--- src/logic/cmac_rt_macros.svh ---
`ifndef CMAC_RT_MACROS_SVH
`define CMAC_RT_MACROS_SVH

// ====================
// lane geometry
// ====================

// partial-sum lanes per cycle
`define CMAC_RT_LANES 8
// segments per lane, segment 0 always live
`define CMAC_RT_SEGS 4
// one segment of partial sums
`define CMAC_RT_SEG_W 44
// full lane, 176 bits
`define CMAC_RT_LANE_W (`CMAC_RT_SEGS * `CMAC_RT_SEG_W)

// ====================
// descriptor
// ====================

`define CMAC_RT_PD_W 9
// last data of a layer
`define CMAC_RT_PD_LAYER_END 8
// last data of a channel group
`define CMAC_RT_PD_CHN_END 6
// layer end to done pulse, in cycles
`define CMAC_RT_DONE_DLY 4

`endif
--- src/logic/cmac_rt_pkg.sv ---
`default_nettype none

`include "cmac_rt_macros.svh"

package cmac_rt_pkg;

  // ====================
  // lane data
  // ====================

  // one lane of partial sums
  // flat view for bulk moves, segment view for the per-segment enables
  typedef union packed {
    logic [`CMAC_RT_LANE_W-1:0] flat;
    logic [`CMAC_RT_SEGS-1:0][`CMAC_RT_SEG_W-1:0] seg;
  } lane_data_u;

  // all lanes side by side, lane 0 in the low bits
  typedef lane_data_u [`CMAC_RT_LANES-1:0] lane_bus_t;

  // ====================
  // control
  // ====================

  // valid, lane mask and descriptor of one beat
  // pvld sits in the msb
  typedef struct packed {
    // beat valid
    logic pvld;
    // one bit per lane
    logic [`CMAC_RT_LANES-1:0] mask;
    // partial-sum descriptor
    logic [`CMAC_RT_PD_W-1:0] pd;
  } mac_ctrl_s;

endpackage

`default_nettype wire

--- src/logic/cmac_rt_ctrl.sv ---
`timescale 1ns/1ps
`default_nettype none

`include "cmac_rt_macros.svh"

module cmac_rt_ctrl (
  input  wire                    nvdla_wg_clk,
  input  wire                    nvdla_core_rstn,
  input  cmac_rt_pkg::mac_ctrl_s out_ctrl,
  output cmac_rt_pkg::mac_ctrl_s mac2accu_ctrl,
  output logic                   dp2reg_done
);

  // retimed control fields
  logic                      rt_pvld;
  logic [`CMAC_RT_LANES-1:0] rt_mask;
  logic [`CMAC_RT_PD_W-1:0]  rt_pd;

  // last beat of the layer seen this cycle
  logic layer_end;
  // done delay line, oldest stage at the top
  logic [`CMAC_RT_DONE_DLY-1:0] done_pipe;

  // ====================
  // valid and mask
  // ====================

  always_ff @(posedge nvdla_wg_clk or negedge nvdla_core_rstn) begin
    if (!nvdla_core_rstn) begin
      rt_pvld <= 1'b0;
      rt_mask <= '0;
    end else begin
      rt_pvld <= out_ctrl.pvld;
      rt_mask <= out_ctrl.mask;
    end
  end

  // ====================
  // descriptor
  // ====================

  // captured on valid beats only
  // holds the last descriptor through idle cycles
  always_ff @(posedge nvdla_wg_clk) begin
    if (out_ctrl.pvld) begin
      rt_pd <= out_ctrl.pd;
    end
  end

  assign mac2accu_ctrl = '{pvld: rt_pvld, mask: rt_mask, pd: rt_pd};

  // ====================
  // layer done
  // ====================

  // both end bits on a valid beat
  assign layer_end = out_ctrl.pvld
                   & out_ctrl.pd[`CMAC_RT_PD_LAYER_END]
                   & out_ctrl.pd[`CMAC_RT_PD_CHN_END];

  // shift register, one pulse out per layer-end beat
  always_ff @(posedge nvdla_wg_clk or negedge nvdla_core_rstn) begin
    if (!nvdla_core_rstn) begin
      done_pipe <= '0;
    end else begin
      done_pipe <= {done_pipe[`CMAC_RT_DONE_DLY-2:0], layer_end};
    end
  end

  // last stage feeds the register block
  assign dp2reg_done = done_pipe[`CMAC_RT_DONE_DLY-1];

  // back-to-back done only from back-to-back layer ends
  a_done_b2b : assert property (
    @(posedge nvdla_wg_clk) disable iff (!nvdla_core_rstn)
    (dp2reg_done && $past(dp2reg_done)) |->
      ($past(layer_end, `CMAC_RT_DONE_DLY) && $past(layer_end, `CMAC_RT_DONE_DLY + 1))
  );

endmodule

`default_nettype wire

--- config.mk ---
export PLATFORM = sky130hd
export DESIGN_NAME = cmac_rt_ctrl
export DESIGN_NICKNAME = d
export VERILOG_FILES = /design/src/logic/cmac_rt_pkg.sv /design/src/logic/cmac_rt_ctrl.sv
export VERILOG_INCLUDE_DIRS = /design/src /design/src/logic
export SDC_FILE = /design/constraint.sdc
export NUM_CORES = 1
export LEC_CHECK = 0
export ABC_AREA = 1
export BUFFER_PORTS_ARGS = -buffer_cell sky130_fd_sc_hd__buf_2
export CAP_MARGIN = 20
export CORE_UTILIZATION = 35
export CTS_CLUSTER_SIZE = 8
export DETAILED_ROUTE_END_ITERATION = 16
export PLACE_DENSITY = 0.66
export SYNTH_ARGS = -nofsm -noshare
export SYNTH_HDL_FRONTEND = slang
export SYNTH_SLANG_ARGS = --single-unit
export TNS_END_PERCENT = 30
--- constraint.sdc ---
create_clock -name nvdla_wg_clk -period 0.8 [get_ports nvdla_wg_clk]
set_input_delay 0 -clock nvdla_wg_clk [delete_from_list [all_inputs] [get_ports nvdla_wg_clk]]
set_output_delay 0 -clock nvdla_wg_clk [all_outputs]
set_load 0.005 [all_outputs]
==> results_dict.tcl, run 1 <==
set metrics [dict create \
    reg2reg_to "done_pipe[2]" \
    rsz0062_at_grt "yes" \
    synth_simple_gate_area_frac 0.01623 \
    finalHoldViolCount 0 \
    nets 107 \
    dp_cells 79 \
    clkTransAtPathRegs_ps 110 \
    via_per_inst 4.078 \
    layout-drive-gt1-share 0.4884 \
    critPathKind "flop to output port" \
    clockRootBuffer "clkbuf_4" \
    cts_buffers 3 \
    relSlewSlack 0.8156 \
    synth_cells 26 \
    postPlaceCellArea_sq_um 819.5 \
    violations "setup timing" \
    synth-adder-area-share 0 \
    avgSynthCellArea_sq_um 23.72 \
    drt_iter0_markers 7 \
    overflow 0 \
    clk_latency_ps 290 \
    crit_path_start_kind "flop" \
    antenna_found_initial 0 \
    hp-class "input pin to asynchronous set/reset pin" \
    cts_max_level 1 \
    dieArea_sq_um 1934 \
    setup_ws_ps -38.22 \
    fin_area_sq_um 1036 \
    crit_buf_inv 1 \
    layout.cells.most_common "buf_2" \
    ys_seq_elements 22 \
    fin_crit_sh 1.048 \
    synth_nets 46 \
    maxSlewViolCount 0 \
    cap_violations 0 \
    crit_family "flip-flops" \
    max_freq_mhz 1193 \
    vias 416 \
    critPathArrivalTime_ps 840 \
    crit_chain "buf_2" \
    pre_cts_slack_ps 251.7 \
    core_sq_um 1577 \
    syn_to_final_growth_pct 67.95 \
    synth_top_family_by_area "buffers and inverters" \
    synth-compound-area-share 0 \
    crit_path_max_incr_delay_ps 410 \
    stdcell_count 102 \
    routabilityCongestion 0.6467 \
    wl_mm 1.191 \
    fp.dieH_um 43.98 \
    synthMuxAreaShare 0 \
    skew_ps 4.624 \
    initial_core_util 0.3913 \
    portBuffers 38 \
    worst_ep_required_time_ps 800 \
    rr_worst_depth 0 \
    cp_max_fo 1 \
    antenna_cells 0 \
    die_w_um 43.98 \
    slowest_stage "edfxtp_1" \
    p_leak_nw 0.5012 \
    synth_area_sq_um 616.8 \
    status "complete, but fails checks" \
    p_total_w 0.001945 \
    ir_worst_vdd_v 0.001251 \
    power.density_nw_per_um2 1877 \
    worst_pin_slew_ps 276.6 \
    r2r-start "done_pipe[1]" \
    final_cell_mix "buf_2 (38), dlygate4sd3_1 (19), dfrtp_1 (13)" \
    cts_buffer_depth 2 \
    synth.distinct_cells 6 \
    wl_per_cell_um 11.68 \
    synth_xor_area_frac 0 \
    io_pins 39 \
    yosys_warnings 0 \
    drcViolationCount 0 \
    setup_viol 3 \
    cts_tree "done" \
    drt_pass1_iterations 5 \
    fin_crit_ps 838.2 \
    rows 14 \
    endpoint_kind "output port" \
    first_global_vias 423 \
    grt_max_degree 14 \
    antenna_left 0 \
    synth-seq-area-share 0.9655 \
    clkSinkCount 22 \
    grt_pass1_wl_mm 1.821 \
    grtUsageTotal 0.1359 \
    r2r_slack_ps 320 \
]
-- layer usage --
| layer | vias to the layer above | track usage | wire (um) |
|---|---|---|---|
| met5 | - | 0 | 0 |
| met4 | 0 | 0.05455 | 0 |
| met3 | 0 | 0.03750 | 32 |
| met2 | 8 | 0.2269 | 705 |
| met1 | 202 | 0.1676 | 453 |
| li1 | 206 | - | - |
-- power by group --
part | total [W] | internal (W) | switching (W)
clock network | 0.000472 | 0.000193 | 0.000278
logic | 0.000211 | 0.000133 | 0.0000786
registers | 0.00126 | 0.00125 | 0.0000156
-- state kept, by name (all words and copies together) (netlist names) --
| signal | count |
|---|---|
| rt_pvld | 1 |
| rt_pd | 9 |
| rt_mask | 8 |
| done_pipe | 4 |
-- what timing repair did --
| action | CTS | global route |
|---|---|---|
| hold endpoints to repair | 32 | 0 |
| pin swaps | 0 | 0 |
| endpoints found under the setup margin | 6 | 19 |
| resized for setup | 0 | 0 |
| buffers inserted | 0 | 0 |
| hold buffers | 19 | 0 |
-- metrics by stage --
stage          utilization  TNS, ps  hold slack (ps)
2_1_floorplan            -        0           -295.6
3_3_place_gp        0.5198        0           -106.7
3_5_place_dp        0.5198        0           -102.8
4_1_cts             0.6571   -86.65            103.4
5_1_grt             0.6571   -550.8            128.8
6_report            0.6571   -58.87            104.8
-- cells by family (layout without fill, tap and decap cells) --
kind of cell,after synthesis,after routing
flops,22,22
buf+inv,2,62
simple gates,2,2
-- cells in the mapped netlist, drive strengths merged --
library cell  instances  area [sq um]
dfrtp                13         325.3
inv                   1         3.750
edfxtp                9         270.3
nand2                 1         3.750
buf                   1         7.510
nor2                  1         6.260
-- layout make-up --
| cell class | count | area [sq um] |
|---|---|---|
| inverters | 1 | 3.754 |
| clock buffers | 4 | 26.28 |
| repair buffers | 57 | 380.4 |
| well taps | 16 | 20.02 |
| multi-input cells | 2 | 10.01 |
| flip-flops and latches | 22 | 595.6 |
| fillers | 116 | 540.5 |
-- worst max path at each step --
| stage | start | to | slack (ps) | depth (start not counted) |
|---|---|---|---|---|
| final | rt_pd[0] | mac2accu_ctrl[0] | -40 | 1 |
| after CTS | rt_pd[5] | mac2accu_ctrl[5] | -20 | 1 |
| after global placement | out_ctrl[17] | rt_pd[4] | 260 | 1 |
| after detailed placement | out_ctrl[17] | rt_pd[7] | 250 | 1 |
| after floorplan | rt_pvld | mac2accu_ctrl[17] | 340 | 1 |
| after global routing | rt_pd[0] | mac2accu_ctrl[0] | -60 | 1 |
(Power assumes the default switching activity.)
==> inputs of run 2 (changes only) <==
--- a/config.mk
+++ b/config.mk
@@ -14,4 +14,5 @@
 export DETAILED_ROUTE_END_ITERATION = 16
 export PLACE_DENSITY = 0.66
+export REMOVE_ABC_BUFFERS = 1
 export SYNTH_ARGS = -nofsm -noshare
 export SYNTH_HDL_FRONTEND = slang
==> constraint.sdc (replaced) <==
create_clock -name nvdla_wg_clk -period 0.8 [get_ports nvdla_wg_clk]
set_input_delay 0.16 -clock nvdla_wg_clk [delete_from_list [all_inputs] [get_ports nvdla_wg_clk]]
set_output_delay 0.16 -clock nvdla_wg_clk [all_outputs]
set_load 0.005 [all_outputs]
==> run 2 against run 1 <==
Against the previous run:
- register-to-register slack hardly changed
- worst hold slack got worse by 71 ps
- clock power decreased by 2%
- first-iteration DRC count up 29%
- fmax shrank 14%
- clock skew is 4.2 ps lower
- clock-buffer cell count shrank 1
- highest routed layer unchanged
- the run ends with DRC, setup timing left
- largest power group unchanged
- routed wire length decreased by 14%
- final cell count down 9.8%
==> results_dict.tcl, run 2 (synthesis results as in run 1) <==
set metrics [dict create \
    finalSetupTns_ps -2857 \
    violations "DRC, setup timing" \
    initial_core_util 0.3913 \
    skew_ps 0.3803 \
    final_cell_mix "buf_2 (38), dfrtp_1 (13), dlygate4sd3_1 (9), edfxtp_1 (9), clkbuf_4 (3)" \
    critPathLaunch "rt_pd[0]" \
    crit_buf_inv 1 \
    fin_crit_ps 975.4 \
    antenna_found_initial 0 \
    clkTransAtPathRegs_ps 110 \
    cts_resized 0 \
    clockRootBuffer "clkbuf_4" \
    fin_crit_sh 1.219 \
    nets 97 \
    vias 395 \
    clk_latency_ps 280 \
    critPathArrivalTime_ps 820 \
    r2r-start "done_pipe[2]" \
    via_per_inst 4.293 \
    hp-class "input pin to flop" \
    cts_setup_buffers 0 \
    power.density_nw_per_um2 2025 \
    core_sq_um 1577 \
    clkSinkCount 22 \
    crit_family "flip-flops" \
    layout-drive-gt1-share 0.5526 \
    wl_mm 1.026 \
    antenna_cells 0 \
    grt_max_degree 14 \
    routabilityCongestion 0.6152 \
    dieArea_sq_um 1934 \
    min_from "out_ctrl[5]" \
    endpoint_kind "output port" \
    antenna_left 0 \
    p_leak_nw 0.4599 \
    ir_worst_vdd_v 0.001143 \
    portBuffers 38 \
    reg_top3 "rt_pd: 9 flops, rt_mask: 8 flops, done_pipe: 4 flops" \
    worst_ep_required_time_ps 640 \
    drt_iter0_markers 9 \
    drcViolationCount 3 \
    max_freq_mhz 1025 \
    top_register "rt_pd" \
    crit_path_start_kind "flop" \
    largest_reg_flops 9 \
    critPathKind "flop to output port" \
    cts_tree "done" \
    relSlewSlack 0.8173 \
    wl_per_cell_um 11.15 \
    cap_violations 0 \
    setup_ws_ps -175.4 \
    cts_buffer_depth 2 \
    die_w_um 43.98 \
    rsz0062_at_grt "yes" \
    slowest_stage "edfxtp_1" \
    overflow 0 \
    layout.cells.most_common "buf_2" \
    rows 14 \
    crit_path_max_incr_delay_ps 390 \
    fill_cells 133 \
    status "complete, but fails checks" \
    cp_max_fo 1 \
    syn_to_final_growth_pct 51.72 \
    drt_pass1_iterations 12 \
    maxSlewViolCount 0 \
    setup_viol 19 \
    grt_pass1_wl_mm 1.442 \
    postPlaceCellArea_sq_um 819.5 \
    grtUsageTotal 0.1114 \
    fin_area_sq_um 935.9 \
    fp.dieH_um 43.98 \
    finalHoldViolCount 0 \
    first_global_vias 363 \
    cts_buffers 3 \
    io_pins 39 \
    worst_pin_slew_ps 274.0 \
    crit_chain "buf_2" \
    cts_max_level 1 \
]
-- run 2: changes by cell type in the layout (fill, tap and decap cells not counted) --
cell and delta:
clkinv_1 +1, clkbuf_1 -1, dlygate4sd3_1 -10
-- run 2: what timing repair did --
| item | 4_1_cts | 5_1_grt |
|---|---|---|
| endpoints found under the hold margin | 21 | 0 |
| endpoints found under the setup margin | 19 | 19 |
| pin swaps | 0 | 0 |
| hold buffers | 9 | 0 |
-- run 2: metal layers --
metal,part of all wire,wire length (um),vias to the layer above,global-route usage
met4,0,0,0,0.07273
li1,-,-,185,-
met5,0,0,-,0
met1,0.39,398,181,0.1264
met2,0.50,509,29,0.1851
met3,0.12,118,0,0.02917
-- run 2: power breakdown --
part / switching [W] / internal, W
Sequential: 0.0000164 / 0.00125
Combinational: 0.0000689 / 0.000101
Clock: 0.000281 / 0.000181
-- run 2: worst paths after layout --
check                                    to  slack, ps  depth (start not counted)
max                        mac2accu_ctrl[0]       -180                          1
min                                rt_pd[5]         30                          1
max reg2reg                    done_pipe[3]        330                          0
min reg2reg                    done_pipe[1]        360                          0
max in group asynchronous      done_pipe[2]        320                          2
min in group asynchronous        rt_mask[4]        270                          2
-- run 2: area by class of cell --
type / count / area (sq um) / share of cell area
timing repair buffer: 47 / 280.3 / 0.2995
tap: 16 / 20.02 / 0.02139
multi-input combinational: 2 / 10.01 / 0.01070
inverter: 1 / 3.754 / 0.004011
sequential: 22 / 595.6 / 0.6364
clock inverter: 1 / 3.754 / 0.004011
clock buffer: 3 / 22.52 / 0.02406
-- run 2: metrics by stage --
step | total power (W) | hold WS (ps) | setup WS (ps) | utilization | std cells
floorplan | 0.001301 | -135.6 | 284.7 | - | 25
global placement | 0.001423 | 47.60 | 105.4 | 0.5198 | 79
detailed placement | 0.001427 | 52.22 | 95.97 | 0.5198 | 79
CTS | 0.001935 | 21.00 | -201.0 | 0.5937 | 92
global route | 0.001984 | 13.48 | -209.9 | 0.5937 | 92
finish | 0.001895 | 34.26 | -175.4 | 0.5937 | 92
==> inputs of run 3 (changes only) <==
Settings changed: ABC_AREA 1 to unset.
==> run 3 against run 2 <==
Against the previous run:
- the flow still finishes with violations (DRC, setup timing)
- sequential power hardly changed
- clock power is 3% higher
- non-clock buffer count stayed put
- final cell count is 2.2% lower
- setup slack better by 6.5 ps
- clock skew hardly changed
- register-to-register slack hardly changed
- clock-buffer cell count is 1 higher
- fmax is 0.67% higher
- global-route usage is 0.92 points higher
- flip-flop and latch count stayed put
- final area is 0.80% lower
==> results_dict.tcl, run 3 <==
set metrics [dict create \
    fin_crit_sh 1.211 \
    layout-drive-gt1-share 0.5541 \
    grtUsageTotal 0.1206 \
    cp_max_fo 1 \
    crit_chain "buf_2" \
    synth-seq-area-share 0.9774 \
    critPathArrivalTime_ps 810 \
    violations "DRC, setup timing" \
    vias 382 \
    power.density_nw_per_um2 2054 \
    worst_ep_required_time_ps 640 \
    yosysTopAreaCell "dfrtp_1" \
    grt_max_degree 14 \
    drt_pass1_iterations 10 \
    synth_area_sq_um 609.3 \
    setup_ws_ps -168.9 \
    relSlewSlack 0.8147 \
    antenna_left 0 \
    maxSlewViolCount 0 \
    slowest_stage "edfxtp_1" \
    ir_worst_vdd_v 0.001374 \
    finalSetupTns_ps -2776 \
    cts_resized 0 \
    fp.dieH_um 43.73 \
    ys_seq_elements 22 \
    cap_violations 0 \
    critPathKind "flop to output port" \
    crit_family "flip-flops" \
    reg_top3 "rt_pd: 9 flops, rt_mask: 8 flops, done_pipe: 4 flops" \
    layout.cells.most_common "buf_2" \
    cts_tree "done" \
    wl_per_cell_um 11.81 \
    final_cell_mix "buf_2 (38), dfrtp_1 (13), dlygate4sd3_1 (9), edfxtp_1 (9), clkbuf_4 (3)" \
    clkTransAtPathRegs_ps 110 \
    clk_latency_ps 280 \
    synth_top_area_frac 0.5339 \
    synth_area_leaders "dfrtp_1 (53%), edfxtp_1 (44%), buf_4 (1.2%)" \
    crit_path_start_kind "flop" \
    status "complete, but fails checks" \
    fin_crit_ps 968.9 \
    cts_max_level 1 \
    wl_mm 1.063 \
    largest_reg_flops 9 \
    netlist_top_cells_count "dfrtp_1 (13), edfxtp_1 (9), and3_1 (1), buf_4 (1)" \
    routabilityCongestion 0.6553 \
    clkSinkCount 22 \
    skew_ps 0.2305 \
    endpoint_kind "output port" \
    crit_buf_inv 1 \
    antenna_found_initial 0 \
    avgSynthCellArea_sq_um 25.39 \
    io_pins 39 \
    hp-class "input pin to flop" \
    initial_core_util 0.3909 \
    rsz0062_at_grt "yes" \
    first_global_vias 355 \
    grt_pass1_wl_mm 1.587 \
    cts_buffer_depth 2 \
    pre_cts_slack_ps 103.6 \
    rows 14 \
    die_w_um 43.73 \
    overflow 0 \
    synth.distinct_cells 4 \
    yosys_most_used_dff "dfrtp_1" \
    synthArstFlopShare 0.5909 \
    top_register "rt_pd" \
    yosys_warnings 0 \
    clockRootBuffer "clkbuf_4" \
    via_per_inst 4.244 \
    synth_edf_count 9 \
    p_leak_nw 0.4557 \
    post-dp-hpwl_um 703.3 \
    cts_setup_buffers 0 \
    antenna_cells 0 \
    drt_iter0_markers 4 \
    worst_pin_slew_ps 278.0 \
    syn_to_final_growth_pct 52.36 \
    cts_buffers 3 \
    max_freq_mhz 1032 \
    setup_viol 19 \
    drcViolationCount 4 \
    synth_cells 24 \
    nets 95 \
    utilization 0.5955 \
    portBuffers 38 \
    dieArea_sq_um 1912 \
    core_sq_um 1559 \
    crit_path_max_incr_delay_ps 390 \
    yosysMostFrequentCell "dfrtp_1" \
    finalHoldViolCount 0 \
]
[run 3: routing by layer]
| metal | track usage | wire length, um |
|---|---|---|
| met1 | 0.1375 | 400 |
| met3 | 0.03750 | 103 |
| met5 | 0 | 0 |
| met4 | 0.01875 | 0 |
| met2 | 0.2239 | 559 |
[run 3: final timing paths]
kind,from,to,slack [ps],cells after the start
min in group asynchronous,nvdla_core_rstn,rt_mask[4],270,2
worst max register to register,done_pipe[1],done_pipe[2],320,0
worst max-delay path,rt_pd[6],mac2accu_ctrl[6],-170,1
worst min register to register,done_pipe[0],done_pipe[1],360,0
worst min-delay path,out_ctrl[0],rt_pd[0],40,1
max in group asynchronous,nvdla_core_rstn,rt_mask[0],310,2
[run 3: report_power, final]
part,switching (W),internal (W)
registers,0.0000152,0.00125
logic,0.0000684,0.000101
clock network,0.000284,0.000194
total,0.000367,0.00154
[run 3: cells by family after synthesis]
group | count (synthesis) | synth area share
flip-flops | 22 | 0.9774
buffers and inverters | 1 | 0.01232
AND/OR/NAND/NOR | 1 | 0.01027
[run 3: through the flow]
step	hold slack [ps]	cell area, sq um	instances	total power [W]
global route	15.10	928.4	90	0.001995
finish	36.42	928.4	90	0.001907
CTS	22.70	928.4	90	0.001932
detailed placement	54.48	812.0	77	0.001421
global placement	44.74	812.0	77	0.001417
floorplan	-135.6	601.8	23	0.001298
[run 3: cell type report]
cell class / count / area (sq um)
fillers: 125 / 630.6
well taps: 16 / 20.02
flip-flops and latches: 22 / 595.6
repair buffers: 47 / 280.3
multi-input cells: 1 / 6.256
clock buffers: 4 / 26.28
[run 3: what timing repair did]
action | CTS | global route
endpoints found under the hold margin | 21 | 0
gates cloned | 0 | 0
hold buffers | 9 | 0
endpoints found under the setup margin | 19 | 19
